$ cat src/sigma_pkg.sv
// shared types and constants for the compute tile
// bus request and response structs, address decode bits and SFR map

package sigma_pkg;

    localparam int IRQ_NUM    = 16;
    localparam int IRQ_CODE_W = $clog2(IRQ_NUM);

    typedef logic [31:0]           addr_t;
    typedef logic [31:0]           data_t;
    typedef logic [3:0]            be_t;
    typedef logic [IRQ_NUM-1:0]    irq_mask_t;
    typedef logic [IRQ_CODE_W-1:0] irq_code_t;

    // request phase, qualified by a separate req/ack pair
    typedef struct packed
    {
        logic  we;
        addr_t addr;
        be_t   be;
        data_t wdata;
    } mem_req_t;

    // response phase, resp is a one-cycle strobe
    typedef struct packed
    {
        logic  resp;
        data_t rdata;
    } mem_rsp_t;

    // address decode
    localparam int XIF_BITSEL = 31;
    localparam int SFR_BITSEL = 20;

    // interrupt line driven by the SFR timer
    localparam int TIMER_IRQ = 1;

    // byte offsets inside the SFR window
    localparam addr_t SFR_CORENUM      = 32'h00;
    localparam addr_t SFR_SW_RESET     = 32'h04;
    localparam addr_t SFR_IRQ_EN       = 32'h08;
    localparam addr_t SFR_SGI          = 32'h0C;
    localparam addr_t SFR_TIMER_PERIOD = 32'h10;
    localparam addr_t SFR_TIMER_VALUE  = 32'h14;

    typedef enum logic [1:0]
    {
        SLV_RAM,
        SLV_SFR,
        SLV_XIF
    } sigma_slave_e;

endpackage

$ cat src/sigma_arb.sv
// path-through interconnect, host and core masters onto RAM, SFR and expansion
// host has priority, read responses are routed back in order by a small queue

`timescale 1ns/10ps

module sigma_arb
    import sigma_pkg::*;
(
    input  logic     clk_i,
    input  logic     arst_n_i,

    input  logic     m0_req_i,
    input  mem_req_t m0_i,
    output logic     m0_ack_o,
    output mem_rsp_t m0_rsp_o,

    input  logic     m1_req_i,
    input  mem_req_t m1_i,
    output logic     m1_ack_o,
    output mem_rsp_t m1_rsp_o,

    output logic     ram_req_o,
    output mem_req_t ram_o,
    input  logic     ram_ack_i,
    input  mem_rsp_t ram_rsp_i,

    output logic     sfr_req_o,
    output mem_req_t sfr_o,
    input  logic     sfr_ack_i,
    input  mem_rsp_t sfr_rsp_i,

    output logic     xif_req_o,
    output mem_req_t xif_o,
    input  logic     xif_ack_i,
    input  mem_rsp_t xif_rsp_i
);

    localparam int QDEPTH = 4;
    localparam int PTR_W  = $clog2(QDEPTH);

    typedef struct packed
    {
        logic         mst;
        sigma_slave_e slv;
    } rq_entry_t;

    rq_entry_t      rq_mem [QDEPTH];
    logic [PTR_W-1:0] wr_ptr_q;
    logic [PTR_W-1:0] rd_ptr_q;
    logic [PTR_W:0] count_q;
    logic           lock_q;
    logic           lock_mst_q;

    logic           mst_sel;
    logic           any_req;
    mem_req_t       req_sel;
    sigma_slave_e   slv_sel;
    logic           slv_ack;
    logic           stall;
    logic           fwd;
    logic           accept;
    logic           push;
    logic           pop;
    logic           q_empty;
    rq_entry_t      q_head;
    mem_rsp_t       rsp_head;

    function automatic sigma_slave_e decode(addr_t addr);
        if (addr[XIF_BITSEL])
            return SLV_XIF;
        else if (addr[SFR_BITSEL])
            return SLV_SFR;
        return SLV_RAM;
    endfunction

    // keep the grant on a master whose request is waiting for ack
    assign mst_sel = lock_q ? lock_mst_q : !m0_req_i;
    assign any_req = mst_sel ? m1_req_i : m0_req_i;
    assign req_sel = mst_sel ? m1_i : m0_i;
    assign slv_sel = decode(req_sel.addr);

    assign q_empty = (count_q == '0);
    assign q_head  = rq_mem[rd_ptr_q];

    // reads wait while the queue is full or busy with another slave
    assign stall = !req_sel.we
                && ((count_q == QDEPTH) || (!q_empty && (q_head.slv != slv_sel)));
    assign fwd   = any_req && !stall;

    assign ram_req_o = fwd && (slv_sel == SLV_RAM);
    assign sfr_req_o = fwd && (slv_sel == SLV_SFR);
    assign xif_req_o = fwd && (slv_sel == SLV_XIF);
    assign ram_o     = req_sel;
    assign sfr_o     = req_sel;
    assign xif_o     = req_sel;

    always_comb
    begin
        case (slv_sel)
            SLV_SFR: slv_ack = sfr_ack_i;
            SLV_XIF: slv_ack = xif_ack_i;
            default: slv_ack = ram_ack_i;
        endcase
    end

    assign accept   = fwd && slv_ack;
    assign push     = accept && !req_sel.we;
    assign m0_ack_o = accept && !mst_sel;
    assign m1_ack_o = accept && mst_sel;

    always_ff @(posedge clk_i or negedge arst_n_i)
    begin
        if (!arst_n_i)
        begin
            lock_q     <= 1'b0;
            lock_mst_q <= 1'b0;
        end
        else if (accept)
            lock_q <= 1'b0;
        else if (fwd)
        begin
            lock_q     <= 1'b1;
            lock_mst_q <= mst_sel;
        end
    end

    // only the head slave can have responses in flight
    always_comb
    begin
        case (q_head.slv)
            SLV_SFR: rsp_head = sfr_rsp_i;
            SLV_XIF: rsp_head = xif_rsp_i;
            default: rsp_head = ram_rsp_i;
        endcase
    end

    assign pop      = rsp_head.resp && !q_empty;
    assign m0_rsp_o = '{resp: pop && !q_head.mst, rdata: rsp_head.rdata};
    assign m1_rsp_o = '{resp: pop && q_head.mst, rdata: rsp_head.rdata};

    always_ff @(posedge clk_i)
    begin
        if (push)
            rq_mem[wr_ptr_q] <= '{mst: mst_sel, slv: slv_sel};
    end

    always_ff @(posedge clk_i or negedge arst_n_i)
    begin
        if (!arst_n_i)
        begin
            wr_ptr_q <= '0;
            rd_ptr_q <= '0;
            count_q  <= '0;
        end
        else
        begin
            if (push)
                wr_ptr_q <= wr_ptr_q + 1'b1;
            if (pop)
                rd_ptr_q <= rd_ptr_q + 1'b1;
            case ({push, pop})
                2'b10:   count_q <= count_q + 1'b1;
                2'b01:   count_q <= count_q - 1'b1;
                default: count_q <= count_q;
            endcase
        end
    end

    a_no_orphan_rsp: assert property (@(posedge clk_i) disable iff (!arst_n_i)
        (ram_rsp_i.resp || sfr_rsp_i.resp || xif_rsp_i.resp) |-> !q_empty);

    a_one_slave_req: assert property (@(posedge clk_i) disable iff (!arst_n_i)
        $onehot0({ram_req_o, sfr_req_o, xif_req_o}));

endmodule

$ cat config.mk
export PLATFORM = sky130hd
export DESIGN_NAME = sigma_arb
export DESIGN_NICKNAME = d
export VERILOG_FILES = /design/src/sigma_pkg.sv /design/src/sigma_arb.sv
export SDC_FILE = /design/constraint.sdc
export NUM_CORES = 1
export LEC_CHECK = 0
export ABC_AREA = 1
export BUFFER_PORTS_ARGS = -buffer_cell sky130_fd_sc_hd__buf_2
export CORE_AREA = 2 2 203 205
export CTS_CLUSTER_SIZE = 30
export DETAILED_ROUTE_END_ITERATION = 8
export DIE_AREA = 0 0 205 207
export SETUP_SLACK_MARGIN = 0.5
export SLEW_MARGIN = 20
export SYNTH_ARGS = -nofsm -noshare
export SYNTH_HDL_FRONTEND = slang
export SYNTH_SLANG_ARGS = --single-unit
$ cat constraint.sdc
create_clock -name clk_i -period 3.4 [get_ports clk_i]
set_clock_uncertainty 0.05 [all_clocks]
set_input_delay 0.51 -clock clk_i [delete_from_list [all_inputs] [get_ports clk_i]]
set_output_delay 0.51 -clock clk_i [all_outputs]
set_load 0.02 [all_outputs]
==> impl_metrics.csv <==
group,metric,value,unit
timing,tns,0,ns
detailed_routing,vias_per_cell,3.43,
logic_synthesis,syn_inst,690,
place,dp.final_hpwl,18.8,mm
timing,hold_viol_final,0,
cts,worstSkewPairLatency,0.26,ns
logic_synthesis,ys_types,29,
logic_synthesis,seq_area_frac_synth,14.5,%
logic_synthesis,synth_edf_count,12,
status,status,"finished, final reports clean",
logic_synthesis,yosys-top-cells-count,"nand2_1, buf_4, a21oi_1, nor2_1, inv_1",
logic_synthesis,yosys_warnings,0,
timing,fmax,0.361,GHz
floorplanning,fp-row-count,74,
place,routabilityCongestion,0.795,
run,cap_violations,0,
logic_synthesis,netlist_area,4030,µm²
floorplanning,coreArea,40400,µm²
logic_synthesis,yosysTopAreaCell,"buf_4",
floorplanning,io_pins,522,
logic_synthesis,synth-async-reset-ratio,42.9,%
critical_path,setup.worst_path.end_class,"primary output",
cts,root_buffer,"clkbuf_16",
logic_synthesis,yosysMostFrequentCell,"nand2_1",
timing,finalSetupViolCount,0,
detailed_routing,finalWirelength,21.0,mm
global_routing,grt_pass1_wl,28.4,mm
logic_synthesis,ys.flop_type,"edfxtp_1",
detailed_routing,ant_nets,0,
detailed_routing,wl_per_cell,13.5,µm
cts,cts_tree,"done",
logic_synthesis,synth_top_area_share,31.9,%
critical_path,crit_buf_inv,3,
critical_path,critPathArrivalTime,2.21,ns
global_routing,grt_max_degree,40,
cts,cts_buffers,3,
logic_synthesis,synth_seq_cells,21,
detailed_routing,dr.pass1.iters,4,
hold_path,hp-class,"in2async",
critical_path,crit_cells,11,
critical_path,crit_path_max_fanout,7,
cts,cts_sinks,21,
timing,slew-limit-headroom,74.5,%
critical_path,crit_type,"reg2out",
critical_path,path_cells,"buf_4 > nand2_1 > nand3_1 > nand2_2 > ha_4 > inv_2 > nor2_1 > nor2_1 > nand2_1 > nor2_1 > buf_2",
critical_path,worstReg2RegStart,"rd_ptr_q[0]",
timing,tightest_slew,0.383,ns
cts,path_clk_slew,0.06,ns
timing,slew_violations,0,
critical_path,critPathMaxStageDelay,0.46,ns
critical_path,crit_path_start,"rd_ptr_q[0]",
cts,clockBufferDepth,2,
global_routing,track_usage,8.93,%
critical_path,crit_top_cell,"nor2_1",
logic_synthesis,synthesis.nets,942,
critical_path,crit_family,"simple AND/OR/NAND/NOR gates",
cells_and_area,synthToLayoutAreaGrowth,53.9,%
cells_and_area,nets,1281,
cts,hold_buffers,0,
logic_synthesis,synth_area_leaders,"buf_4, nand2_1, edfxtp_1",
cells_and_area,fill_cells,4785,
cells_and_area,drive_above_1_share,55.0,%
logic_synthesis,avgSynthCellArea,5.84,µm²
cts,htree_levels,1,
detailed_routing,drt-initial-drc-count,204,
floorplanning,dieArea,42400,µm²
floorplanning,die_w,205,µm
place,port_buffers,521,
timing,period_share,81.6,%
global_routing,grt_pass1_vias,4933,
critical_path,r2r_cells,16,
global_routing,antenna_found_initial,4,
timing,rsz0062_at_grt,"true",
timing,period_needed,2.77,ns
critical_path,slowest_stage,"dfrtp_2",
global_routing,overflow,0,
floorplanning,die_y,207,µm
detailed_routing,num_vias,5355,
floorplanning,initial_utilization,9.97,%
critical_path,crit_required,2.84,ns
detailed_routing,drc,0,
critical_path,crit_path_start_kind,"flip-flop",
==> kinds of logic after synthesis <==
family	synth area share, %
and+or+nand+nor	34.2
xor gates and xnor gates	0.653
adders and majority gates	2.67
buffers and inverters	37.8
DFF	14.5
AOI/OAI and AO/OA	10.2
==> area by class of cell <==
class / instances / area (µm²) / area share (%)
Antenna cell: 1 / 2.50 / 0.0404
Clock buffer: 3 / 75.1 / 1.21
Clock inverter: 1 / 5.00 / 0.0808
Inverter: 30 / 115 / 1.86
Multi-Input combinational cell: 438 / 1980 / 31.9
Sequential cell: 21 / 588 / 9.49
Tap cell: 532 / 666 / 10.7
Timing Repair Buffer: 535 / 2770 / 44.7
==> placed cells by master (no fill, tap or decap), drive strengths merged <==
cell and n:
buf 535, nand2 282, a21oi 69, nor2 49, inv 30, nand3 13
edfxtp 12, dfrtp 9, ha 7, o21ai 6, nand4 4, clkbuf 3
xor2 2, diode 1, a221oi 1, o21a 1, nor3 1, a32oi 1
xnor2 1, fa 1, clkinv 1
==> through the flow <==
step	hold slack [ns]	instances	util [%]	cell area (µm²)	setup WS, ns
detailed placement	0.326	1552	14.9	6000	0.424
CTS	0.0522	1556	15.1	6100	0.501
global route	0.0619	1561	15.3	6190	0.457
floorplan	0.164	690	-	4030	0.571
finish	0.0480	1561	15.3	6190	0.626
global placement	0.325	1552	14.9	6000	0.443
==> routing by layer <==
layer	share of wire [%]	track usage (%)
met2	51	17.3
met5	0.13	0
met3	7.4	1.05
met4	2.0	1.81
met1	40	10.3
==> path summary, 6_finish.rpt <==
kind | slack, ns | end
min | 0.05 | count_q[0]
max reg2reg | 0.65 | count_q[2]
max | 0.63 | m0_rsp_o[32]
min in group clk_i | 0.45 | count_q[0]
min reg2reg | 0.45 | count_q[0]
max in group asynchronous | 3.05 | rd_ptr_q[0]
==> repair_timing <==
item | 4_1_cts | 5_1_grt
pin swaps | 0 | 2
setup buffers | 0 | 4
setup endpoints to repair | 67 | 102
resized for setup | 8 | 19
==> state kept, by name (all words and copies together) (netlist names) <==
name	flops
lock_q	1
count_q	3
rd_ptr_q	2
rq_mem	12
lock_mst_q	1
wr_ptr_q	2
Power is not shown: default switching activity piles up to over one toggle a cycle in this logic, so the estimate is an artifact.
