`config.mk`:
```
export PLATFORM = sky130hd
export DESIGN_NAME = sigma_sfr
export DESIGN_NICKNAME = d
export VERILOG_FILES = /design/src/sigma_pkg.sv /design/src/sigma_sfr.sv
export SDC_FILE = /design/constraint.sdc
export NUM_CORES = 1
export LEC_CHECK = 0
export BUFFER_PORTS_ARGS = -buffer_cell sky130_fd_sc_hd__buf_2
export CAP_MARGIN = 5
export CORE_UTILIZATION = 45
export CTS_BUF_LIST = sky130_fd_sc_hd__clkbuf_4 sky130_fd_sc_hd__clkbuf_8 sky130_fd_sc_hd__clkbuf_16
export CTS_CLUSTER_DIAMETER = 80
export DETAILED_ROUTE_END_ITERATION = 8
export PLACE_DENSITY = 0.68
export SYNTH_ARGS = -nofsm -noshare
export SYNTH_HDL_FRONTEND = slang
export SYNTH_SLANG_ARGS = --single-unit
```
`constraint.sdc`:
```
create_clock -name clk_i -period 2.4 [get_ports clk_i]
set_input_delay 0.48 -clock clk_i [delete_from_list [all_inputs] [get_ports clk_i]]
set_output_delay 0.48 -clock clk_i [all_outputs]
set_load 0.02 [all_outputs]
```
`src/sigma_pkg.sv`:
```
// shared types and constants for the compute tile
// bus request and response structs, address decode bits and SFR map

package sigma_pkg;

    localparam int IRQ_NUM    = 16;
    localparam int IRQ_CODE_W = $clog2(IRQ_NUM);

    typedef logic [31:0]           addr_t;
    typedef logic [31:0]           data_t;
    typedef logic [3:0]            be_t;
    typedef logic [IRQ_NUM-1:0]    irq_mask_t;
    typedef logic [IRQ_CODE_W-1:0] irq_code_t;

    // request phase, qualified by a separate req/ack pair
    typedef struct packed
    {
        logic  we;
        addr_t addr;
        be_t   be;
        data_t wdata;
    } mem_req_t;

    // response phase, resp is a one-cycle strobe
    typedef struct packed
    {
        logic  resp;
        data_t rdata;
    } mem_rsp_t;

    // address decode
    localparam int XIF_BITSEL = 31;
    localparam int SFR_BITSEL = 20;

    // interrupt line driven by the SFR timer
    localparam int TIMER_IRQ = 1;

    // byte offsets inside the SFR window
    localparam addr_t SFR_CORENUM      = 32'h00;
    localparam addr_t SFR_SW_RESET     = 32'h04;
    localparam addr_t SFR_IRQ_EN       = 32'h08;
    localparam addr_t SFR_SGI          = 32'h0C;
    localparam addr_t SFR_TIMER_PERIOD = 32'h10;
    localparam addr_t SFR_TIMER_VALUE  = 32'h14;

    typedef enum logic [1:0]
    {
        SLV_RAM,
        SLV_SFR,
        SLV_XIF
    } sigma_slave_e;

endpackage

```
`src/sigma_sfr.sv`:
```
// special function registers of the tile: core id, core reset,
// interrupt enables, countdown timer and software interrupt trigger

`timescale 1ns/10ps

module sigma_sfr
    import sigma_pkg::*;
#(
    parameter data_t CORENUM          = '0,
    parameter logic  SW_RESET_DEFAULT = 1'b0
)
(
    input  logic      clk_i,
    input  logic      arst_n_i,
    input  logic      req_i,
    input  mem_req_t  bus_i,
    output logic      ack_o,
    output mem_rsp_t  rsp_o,
    output irq_mask_t irq_en_o,
    output logic      timer_irq_o,
    output logic      sgi_req_o,
    output irq_code_t sgi_code_o,
    output logic      core_reset_o
);

    addr_t     offset;
    logic      wr;
    logic      rd;
    data_t     rd_data;
    logic      sw_reset_q;
    irq_mask_t irq_en_q;
    data_t     period_q;
    data_t     timer_q;
    logic      timer_irq_q;
    logic      sgi_req_q;
    irq_code_t sgi_code_q;
    logic      resp_q;
    data_t     rdata_q;

    // always ready
    assign ack_o  = req_i;
    assign wr     = req_i && bus_i.we;
    assign rd     = req_i && !bus_i.we;
    assign offset = addr_t'(bus_i.addr[SFR_BITSEL-1:0]);

    always_comb
    begin
        case (offset)
            SFR_CORENUM:      rd_data = CORENUM;
            SFR_SW_RESET:     rd_data = data_t'(sw_reset_q);
            SFR_IRQ_EN:       rd_data = data_t'(irq_en_q);
            SFR_TIMER_PERIOD: rd_data = period_q;
            SFR_TIMER_VALUE:  rd_data = timer_q;
            default:          rd_data = '0;
        endcase
    end

    // registers are written as whole words
    always_ff @(posedge clk_i or negedge arst_n_i)
    begin
        if (!arst_n_i)
        begin
            sw_reset_q <= SW_RESET_DEFAULT;
            irq_en_q   <= '0;
            sgi_req_q  <= 1'b0;
            sgi_code_q <= '0;
        end
        else
        begin
            sgi_req_q <= wr && (offset == SFR_SGI);
            if (wr && (offset == SFR_SW_RESET))
                sw_reset_q <= bus_i.wdata[0];
            if (wr && (offset == SFR_IRQ_EN))
                irq_en_q <= irq_mask_t'(bus_i.wdata);
            if (wr && (offset == SFR_SGI))
                sgi_code_q <= irq_code_t'(bus_i.wdata);
        end
    end

    // countdown, reload from period at zero
    always_ff @(posedge clk_i or negedge arst_n_i)
    begin
        if (!arst_n_i)
        begin
            period_q    <= '0;
            timer_q     <= '0;
            timer_irq_q <= 1'b0;
        end
        else
        begin
            timer_irq_q <= 1'b0;
            if (wr && (offset == SFR_TIMER_PERIOD))
            begin
                period_q <= bus_i.wdata;
                timer_q  <= bus_i.wdata;
            end
            else if (period_q == '0)
                timer_q <= '0;
            else if (timer_q == '0)
            begin
                timer_q     <= period_q;
                timer_irq_q <= 1'b1;
            end
            else
                timer_q <= timer_q - 1'b1;
        end
    end

    always_ff @(posedge clk_i or negedge arst_n_i)
    begin
        if (!arst_n_i)
            resp_q <= 1'b0;
        else
            resp_q <= rd;
    end

    always_ff @(posedge clk_i)
    begin
        if (rd)
            rdata_q <= rd_data;
    end

    assign rsp_o        = '{resp: resp_q, rdata: rdata_q};
    assign irq_en_o     = irq_en_q;
    assign timer_irq_o  = timer_irq_q;
    assign sgi_req_o    = sgi_req_q;
    assign sgi_code_o   = sgi_code_q;
    assign core_reset_o = sw_reset_q;

    // software must not write the trigger on back-to-back cycles
    a_sgi_pulse: assert property (@(posedge clk_i) disable iff (!arst_n_i)
        sgi_req_o |=> !sgi_req_o);

endmodule

```
==> results of run 1 <==
-- metrics by stage --
step	cell area, um2	hold WS, ns	power, W	setup TNS [ns]
after floorplan	5730	0.184	0.00220	0
after global placement	6810	0.441	0.00231	0
after detailed placement	6810	0.448	0.00232	0
after CTS	7380	0.000914	0.00479	0
after global routing	7390	0.0268	0.00490	-0.0733
final	7390	-0.0144	0.00476	0
-- worst max-delay path: stages (launching register included) --
cell and delay (ns):
dfrtp_1 0.37, inv_1 0.08, ha_1 0.16, or4b_2 0.65, or4_1 0.67, o21ai_0 0.24
o21ai_1 0.09
-- final cells by class --
type / count / share of cell area [%]
flip-flops and latches: 120 / 42.8
repair buffers: 161 / 13.3
inverters: 20 / 1.02
clock buffers: 22 / 6.43
multi-input cells: 403 / 32.3
well taps: 168 / 2.84
clock inverters: 10 / 1.39
-- sequential cells by signal, summed over array words and instances, names as in the netlist --
register,flops
period_q,32
rdata_q,32
timer_q,32
irq_en_o,16
sgi_code_o,4
core_reset_o,1
resp_q,1
sgi_req_o,1
timer_irq_o,1
-- per-layer routing --
layer | GRT usage [%] | up-vias | routed length [um]
li1 | - | 2368 | -
met1 | 31.2 | 2437 | 6500
met2 | 41.8 | 173 | 7580
met3 | 5.38 | 24 | 920
met4 | 10.4 | 0 | 279
met5 | 0 | - | 0
-- worst paths after layout --
kind                       cells past startpoint                         to  slack, ns                      start
setup / recovery                               6      timer_q[25]$_DFF_PN0_       0.02       timer_q[0]$_DFF_PN0_
hold / removal                                 1   period_q[29]$_DFFE_PN0P_      -0.01                   arst_n_i
setup reg to reg                               6      timer_q[25]$_DFF_PN0_       0.02       timer_q[0]$_DFF_PN0_
hold reg to reg                                1  sgi_code_o[0]$_DFFE_PN0P_       0.50  sgi_code_o[0]$_DFFE_PN0P_
max in group asynchronous                      2       timer_q[4]$_DFF_PN0_       1.78                   arst_n_i
min in group clk_i                             3   period_q[28]$_DFFE_PN0P_       0.26                  bus_i[28]
-- layout by cell type (no fill, tap or decap), types with 19 or more instances in the layout --
master and n:
xor2_1 19, mux2_2 21, nor4_1 21, nand2_1 136
edfxtp_1 32, buf_4 46, buf_2 111, o21ai_0 31
dfrtp_1 88, o21ai_1 25, nor2_1 35, inv_1 20
-- report_power, final --
part           switching, W  leakage (nW)  internal, W
logic              0.000103          1.97    0.0000549
clock network      0.000887         0.293      0.00160
registers        0.00000357          1.54      0.00212
-- cell families after synthesis --
logic type	share of synthesized area (%)
buffers and inverters	3.67
DFF	55.2
muxes	4.31
xor gates and xnor gates	3.67
and+or+nand+nor	21.1
adders and majority gates	0.437
AOI/OAI and AO/OA	11.6
-- repair_timing --
action / in CTS / in global routing
resized for setup: 0 / 3
setup endpoints to repair: 0 / 8
endpoints found under the hold margin: 0 / 0
==> flow_summary.yaml, run 1 <==
status:
  outcome: "finished with violations"
  violations: "negative hold slack"
synth:
  ys_seq_area_share_pct: 55.2
  synth_cell_type_count: 47
  synth_seq_cells: 120
  syn_inst: 571
  ys_warn_count: 0
  ys_top_cells_by_count: "nand2_1 (136), dfrtp_1 (88), nor2_1 (35)"
  synth_top_area_cell: "dfrtp_1"
  syn_nets: 645
  netlist_area_um2: 5730
  synth-main-ff-cell: "dfrtp_1"
  syn_area_per_cell_um2: 10.0
  post-synth-top-count-cell: "nand2_1"
  synth.top_cells.by_area: "dfrtp_1 (38%), edfxtp_1 (17%), nand2_1 (8.9%)"
  synth_enable_flop_cells: 32
  netlist.area_leader.share_pct: 38.5
  ys_async_sr_fraction_pct: 73.3
floorplan:
  dieWidth_um: 115
  start_util_pct: 46.9
  num_rows: 40
  die_h_um: 115
  core_area_um2: 12200
  die_area_um2: 13200
  pin_count: 129
worst_setup_path:
  worst-setup-path-type: "reg2reg"
  required_ns: 2.71
  start_kind: "flip-flop"
  cp_max_fo: 5
  worstPathArrival_ns: 2.68
  cp-end-kind: "flip-flop"
timing:
  relSlewSlack_pct: 31.4
  worst-slew-pin-transition_ns: 1.03
  hold_ws_ns: -0.0144
  rsz0062_at_grt: "yes"
  setup_viol: 0
  post-route-period-util_pct: 99.1
  fmax_mhz: 421
  slew_violations: 0
  fin_worst_skew_ns: 0.0140
  fin_crit_ns: 2.38
  hold_viol_final: 8
  worst_slack_ns: 0.0227
routing:
  vias: 5002
  ant_nets: 0
  first_pass_iters: 5
  wl_mm: 15.3
  first_iter_violations: 360
  wire_per_inst_um: 16.9
  via_per_inst: 5.53
  drc: 0
clocking:
  cts-root-buf: "clkbuf_16"
  h-tree-depth: 4
  clkTransAtPathRegs_ns: 0.06
  cts_setup_buffers: 0
  clockBufferDepth: 2
  cts.sinks: 120
  cts_hold_buf: 0
  cts_buffers: 17
  cts_tree: "done"
  clk_latency_ns: 0.43
cells_and_area:
  postLayoutCoreUtil_pct: 60.6
  multi_input_area_um2: 2390
  regArea_um2: 3160
  syn_to_final_growth_pct: 29.2
  fillers: 1060
  layout.nets: 797
  diodes: 0
  drive_gt1_share_pct: 31.5
  final_cells: 904
grt:
  grt_usage_pct: 24.8
  grt_max_degree: 41
  antenna_found_initial: 0
  grt_pass1_vias: 5001
  grt.overflow.total: 0
  grt_pass1_wl_mm: 24.7
run:
  cap_violations: 0
placement:
  gp_congestion: 0.880
  dp_hpwl_mm: 10.6
  pre_cts_ws_ns: 0.0521
  io_buffers: 112
  placed_cells: 872
pwr:
  total_leakage_power_nw: 3.80
  cellPowerDensity_nw_per_um2: 644
  vdd_drop_max_mv: 0.388
hold_path:
  hold_path.class: "in2async"
(Power assumes the default switching activity.)
==> inputs of run 2 (changes only) <==
Settings changed: PLACE_DENSITY 0.68 to 0.65.
Clock period 2.4 ns to 2.7 ns, I/O delays scaled along.
==> run 2 against run 1 <==
  * The run now ends clean
  * Clock power is essentially flat
  * Critical endpoint is now timer_q[17]$_DFF_PN0_
  * Critical path depth fell by 1
  * Global-route usage shrank 0.36 points
==> flow_summary.yaml, run 2 (synthesized netlist as in run 1, its figures left out) <==
routing:
  wire_per_inst_um: 16.7
  via_per_inst: 5.50
  first_pass_iters: 5
  first_iter_violations: 376
  vias: 4835
  ant_nets: 0
  drc: 0
  wl_mm: 14.7
timing:
  rsz0062_at_grt: "no"
  hold_viol_final: 0
  fmax_mhz: 404
  worst_slack_ns: 0.224
  relSlewSlack_pct: 57.5
  slew_violations: 0
  post-route-period-util_pct: 91.7
  fin_crit_ns: 2.48
  setup_viol: 0
  setup_tns_ns: 0
  worst-slew-pin-transition_ns: 0.638
  fin_worst_skew_ns: 0.00918
cells_and_area:
  syn_to_final_growth_pct: 26.4
  diodes: 0
  layout_commonest_cell: "nand2_1"
  final_cell_mix: "nand2_1 (136), buf_2 (111), dfrtp_1 (88), nor2_1 (35)"
  layout.nets: 772
  drive_gt1_share_pct: 28.4
  largestRegisters: "period_q (32), rdata_q (32), timer_q (32)"
  postLayoutCoreUtil_pct: 59.3
clocking:
  cts_buffers: 17
  clockBufferDepth: 2
  cts_setup_buffers: 0
  cts_hold_buf: 0
  cts.sinks: 120
  h-tree-depth: 4
  clkTransAtPathRegs_ns: 0.05
  postCtsResizedCells: 0
  cts-root-buf: "clkbuf_16"
  cts_tree: "done"
  clk_latency_ns: 0.42
worst_setup_path:
  worstPathArrival_ns: 2.77
  reg2regPathDepth: 5
  required_ns: 2.99
  rr_startpoint: "timer_q[26]$_DFF_PN0_"
  r2r-end: "timer_q[17]$_DFF_PN0_"
  worst-setup-path-type: "reg2reg"
  start_kind: "flip-flop"
  cp-end-kind: "flip-flop"
  ff2ff_setup_slack_ns: 0.22
  worstSetupStartpoint: "timer_q[26]$_DFF_PN0_"
  cp_max_fo: 39
pwr:
  p_sw_w: 0.000881
  cellPowerDensity_nw_per_um2: 619
  total_leakage_power_nw: 3.69
  vdd_drop_max_mv: 0.312
  swShare_pct: 19.7
  power_frac_seq_pct: 42.0
  pwr-share-clk_pct: 54.9
  p_int_w: 0.00360
  pwr-share-comb_pct: 3.1
grt:
  grt_pass1_wl_mm: 24.5
  grt_pass1_vias: 4858
  antenna_found_initial: 0
  grt.overflow.total: 0
  grt_usage_pct: 24.5
  grt_max_degree: 47
floorplan:
  dieWidth_um: 115
  die_h_um: 115
  pin_count: 129
  core_area_um2: 12200
  start_util_pct: 46.9
  num_rows: 40
  die_area_um2: 13200
placement:
  dp_hpwl_mm: 10.0
  pre_cts_ws_ns: 0.246
  io_buffers: 112
  gp_congestion: 0.914
run:
  cap_violations: 0
status:
  outcome: "finished clean"
hold_path:
  hold_path.class: "in2async"
## run 2: cell types whose count changed in the layout (fill, tap and decap cells not counted), moves of 3 or more
cell and change:
buf_4 -24, clkinv_1 +3, bufinv_16 +3, clkinv_2 -4
## run 2: power groups by stage
stage / Combinational, W / Sequential, W / Clock, W
after floorplan: 0.0000186 / 0.00194 / 0
after global placement: 0.000137 / 0.00192 / 0
after detailed placement: 0.000141 / 0.00192 / 0
after CTS: 0.000141 / 0.00188 / 0.00248
after global routing: 0.000153 / 0.00188 / 0.00256
final: 0.000138 / 0.00188 / 0.00246
## run 2: metal layers
layer / track usage [%] / vias to the layer above / wire, um
li1: - / 2308 / -
met1: 32.3 / 2343 / 6420
met3: 4.64 / 17 / 777
met5: 0 / - / 0
met2: 40.6 / 167 / 7230
met4: 8.66 / 0 / 228
## run 2: worst max-delay path, cell delays in order (launching register included)
cell     delay (ns)
dfrtp_1        0.41
or3_4          0.43
or3_4          0.41
or4_4          0.70
o21ai_0        0.26
o21ai_0        0.11
## run 2: cell type report
class / instances / area [um2]
sequential: 120 / 3160
fill: 1095 / 4970
inverter: 20 / 75.1
timing repair buffer: 136 / 781
clock buffer: 21 / 462
clock inverter: 11 / 176
multi-input combinational: 403 / 2370
tap: 168 / 210
## run 2: stage by stage
| stage | hold slack (ns) | power, W | instance area (um2) | std cells |
|---|---|---|---|---|
| floorplan | 0.244 | 0.00196 | 5730 | 571 |
| global placement | 0.486 | 0.00205 | 6600 | 847 |
| detailed placement | 0.497 | 0.00206 | 6600 | 847 |
| CTS | 0.161 | 0.00450 | 7240 | 879 |
| global route | 0.181 | 0.00460 | 7240 | 879 |
| finish | 0.131 | 0.00448 | 7240 | 879 |
## run 2: how the worst max path moves through the flow
stage                                            to  slack (ns)  depth (start not counted)
final                         timer_q[17]$_DFF_PN0_        0.22                          5
after global routing           timer_q[7]$_DFF_PN0_        0.09                          6
after CTS                     timer_q[17]$_DFF_PN0_        0.22                          5
after detailed placement       timer_q[7]$_DFF_PN0_        0.25                          6
after global placement    sgi_code_o[0]$_DFFE_PN0P_        0.26                          7
after floorplan                rdata_q[0]$_DFFE_PP_        0.26                          1
==> inputs of run 3 (changes only) <==
Settings changed: ABC_AREA from default to 1, CORE_UTILIZATION 45 to 50, PLACE_DENSITY 0.65 to 0.7.
==> run 3 against run 2 <==
  * First-iteration DRC count shrank 22%
  * Cell count is 28% higher
  * Total power down 1.3%
  * Global-route usage rose by 3.3 points
  * Die area increased by 4.1%
  * Combinational power grew 13%
  * Worst hold slack lost 0.079 ns
  * Setup slack gained 0.35 ns
  * Critical path type unchanged
  * Largest cell class unchanged
  * Largest power group unchanged
==> flow_summary.yaml, run 3 <==
cells_and_area:
  syn_to_final_growth_pct: 19.9
  layout_commonest_cell: "nand2_1"
  largestRegisters: "period_q (32), rdata_q (32), timer_q (32)"
  drive_gt1_share_pct: 24.4
  layout.nets: 1018
  final_cell_mix: "nand2_1 (257), buf_2 (111), nor2_1 (100), dfrtp_1 (88), inv_1 (81)"
  diodes: 0
  final_area_um2: 7950
  final_cells: 1128
clocking:
  cts_tree: "done"
  cts_buffers: 17
  postCtsResizedCells: 0
  clkTransAtPathRegs_ns: 0.05
  cts_setup_buffers: 0
  cts.sinks: 120
  cts-root-buf: "clkbuf_16"
  cts_hold_buf: 0
  clk_latency_ns: 0.42
  clockBufferDepth: 2
  h-tree-depth: 4
timing:
  hold_viol_final: 0
  slew_violations: 0
  fmax_mhz: 470
  setup_tns_ns: 0
  worst-slew-pin-transition_ns: 0.784
  relSlewSlack_pct: 47.7
  hold_ws_ns: 0.0518
  post-route-period-util_pct: 78.8
  fin_crit_ns: 2.13
  fin_worst_skew_ns: 0.00788
  setup_viol: 0
  rsz0062_at_grt: "no"
synth:
  post-synth-top-count-cell: "nand2_1"
  synth.top_cells.by_area: "dfrtp_1 (33%), nand2_1 (15%), edfxtp_1 (14%)"
  netlist.area_leader.share_pct: 33.2
  synth_enable_flop_cells: 32
  synth_top_area_cell: "dfrtp_1"
  ys_seq_area_share_pct: 47.7
  syn_inst: 829
  synth-main-ff-cell: "dfrtp_1"
  syn_area_per_cell_um2: 8.00
  ys_warn_count: 0
  ys_async_sr_fraction_pct: 73.3
  netlist_area_um2: 6630
  ys_top_cells_by_count: "nand2_1 (257), nor2_1 (102), dfrtp_1 (88)"
  synth_seq_cells: 120
  synth_cell_type_count: 35
  syn_nets: 903
routing:
  via_per_inst: 5.16
  drc: 0
  wl_mm: 17.2
  first_iter_violations: 292
  first_pass_iters: 4
  ant_nets: 0
  vias: 5818
  wire_per_inst_um: 15.3
run:
  cap_violations: 0
placement:
  placed_cells: 1097
  dp_hpwl_mm: 12.5
  gp_congestion: 0.958
  io_buffers: 112
  dpl_cell_area_um2: 7320
hold_path:
  hold_path.class: "in2async"
floorplan:
  dieWidth_um: 117
  core_area_um2: 12800
  die_h_um: 117
  num_rows: 41
  start_util_pct: 51.9
  pin_count: 129
  die_area_um2: 13700
pwr:
  total_leakage_power_nw: 3.74
  cellPowerDensity_nw_per_um2: 557
  vdd_drop_max_mv: 0.671
worst_setup_path:
  cp_max_fo: 16
  worstPathArrival_ns: 2.43
  required_ns: 3.01
  worstSetupStartpoint: "timer_q[14]$_DFF_PN0_"
  cp-end-kind: "flip-flop"
  r2r-end: "timer_q[13]$_DFF_PN0_"
  reg2regPathDepth: 8
  rr_startpoint: "timer_q[14]$_DFF_PN0_"
  endpoint: "timer_q[13]$_DFF_PN0_"
  start_kind: "flip-flop"
  ff2ff_setup_slack_ns: 0.57
  worst-setup-path-type: "reg2reg"
grt:
  grt_max_degree: 39
  grt_pass1_vias: 5786
  globalRouteMet3Util_pct: 6.44
  top_usage_layer: "met2"
  use_met1_pct: 36.7
  grt_pass1_wl_mm: 28.6
  antenna_found_initial: 0
  grt_usage_pct: 27.8
  use_met2_pct: 45.1
  grt.overflow.total: 0
status:
  outcome: "finished clean"
==> run 3: cell count changes in the layout (fill, tap and decap cells not counted), moves of 15 or more <==
| cell | change |
|---|---|
| nand2_1 | +121 |
| nor2_1 | +65 |
| inv_1 | +61 |
| nand3_1 | +45 |
| nand2_2 | +22 |
| mux2_2 | -21 |
| nor4_1 | -19 |
| a22o_1 | -17 |
| a222oi_1 | -15 |
| o22ai_1 | +15 |
==> run 3: cells by family after synthesis <==
| kind of cell | count (synthesis) | share of synthesized area, % |
|---|---|---|
| simple gates | 506 | 35.4 |
| buf+inv | 111 | 7.81 |
| flops | 120 | 47.7 |
| xor+xnor | 7 | 0.925 |
| fa+ha+maj | 2 | 0.377 |
| compound gates | 83 | 7.74 |
==> run 3: worst min path at each step <==
stage                                   start                   endpoint  slack (ns)
CTS                                  arst_n_i    period_q[0]$_DFFE_PN0P_        0.05
finish                               arst_n_i   period_q[31]$_DFFE_PN0P_        0.05
detailed placement  sgi_code_o[0]$_DFFE_PN0P_  sgi_code_o[0]$_DFFE_PN0P_        0.47
floorplan                            arst_n_i   core_reset_o$_DFFE_PN0P_        0.24
global route                         arst_n_i   period_q[31]$_DFFE_PN0P_        0.08
global placement    sgi_code_o[0]$_DFFE_PN0P_  sgi_code_o[0]$_DFFE_PN0P_        0.46
==> run 3: area by class of cell <==
class,instances,area [um2]
flip-flops and latches,120,3160
multi-input cells,598,2960
fillers,1188,4830
inverters,84,317
repair buffers,123,671
well taps,172,215
clock inverters,12,176
clock buffers,19,447
==> run 3: layer usage <==
metal / part of all wire [%] / up-vias
met1: 46 / 2742
met5: 0 / -
met3: 5.0 / 30
met2: 47 / 136
li1: - / 2910
met4: 1.9 / 0
==> run 3: critical path: stages (launching register included) <==
cell and delay (ns):
dfrtp_1 0.43, nor2_1 0.20, nand2_1 0.18, nor2_8 0.18, nand2_4 0.20, nor2_2 0.52
nand2_1 0.14, nand3_1 0.11, nand2_1 0.05
==> run 3: where the power goes <==
part,switching [W],total [W],internal (W),leakage [nW]
sequential,0.00000582,0.00189,0.00188,1.21
combinational,0.000102,0.000156,0.0000547,2.22
clock,0.000814,0.00238,0.00157,0.302
total,0.000921,0.00443,0.00351,3.74
==> run 3: metrics by stage <==
step                      utilization, %  power, W  worst slack [ns]
final                               62.2   0.00443             0.572
after global routing                62.2   0.00455             0.418
after CTS                           62.2   0.00446             0.570
after detailed placement            57.3   0.00208             0.471
after global placement              57.3   0.00208             0.489
after floorplan                        -   0.00197             0.323
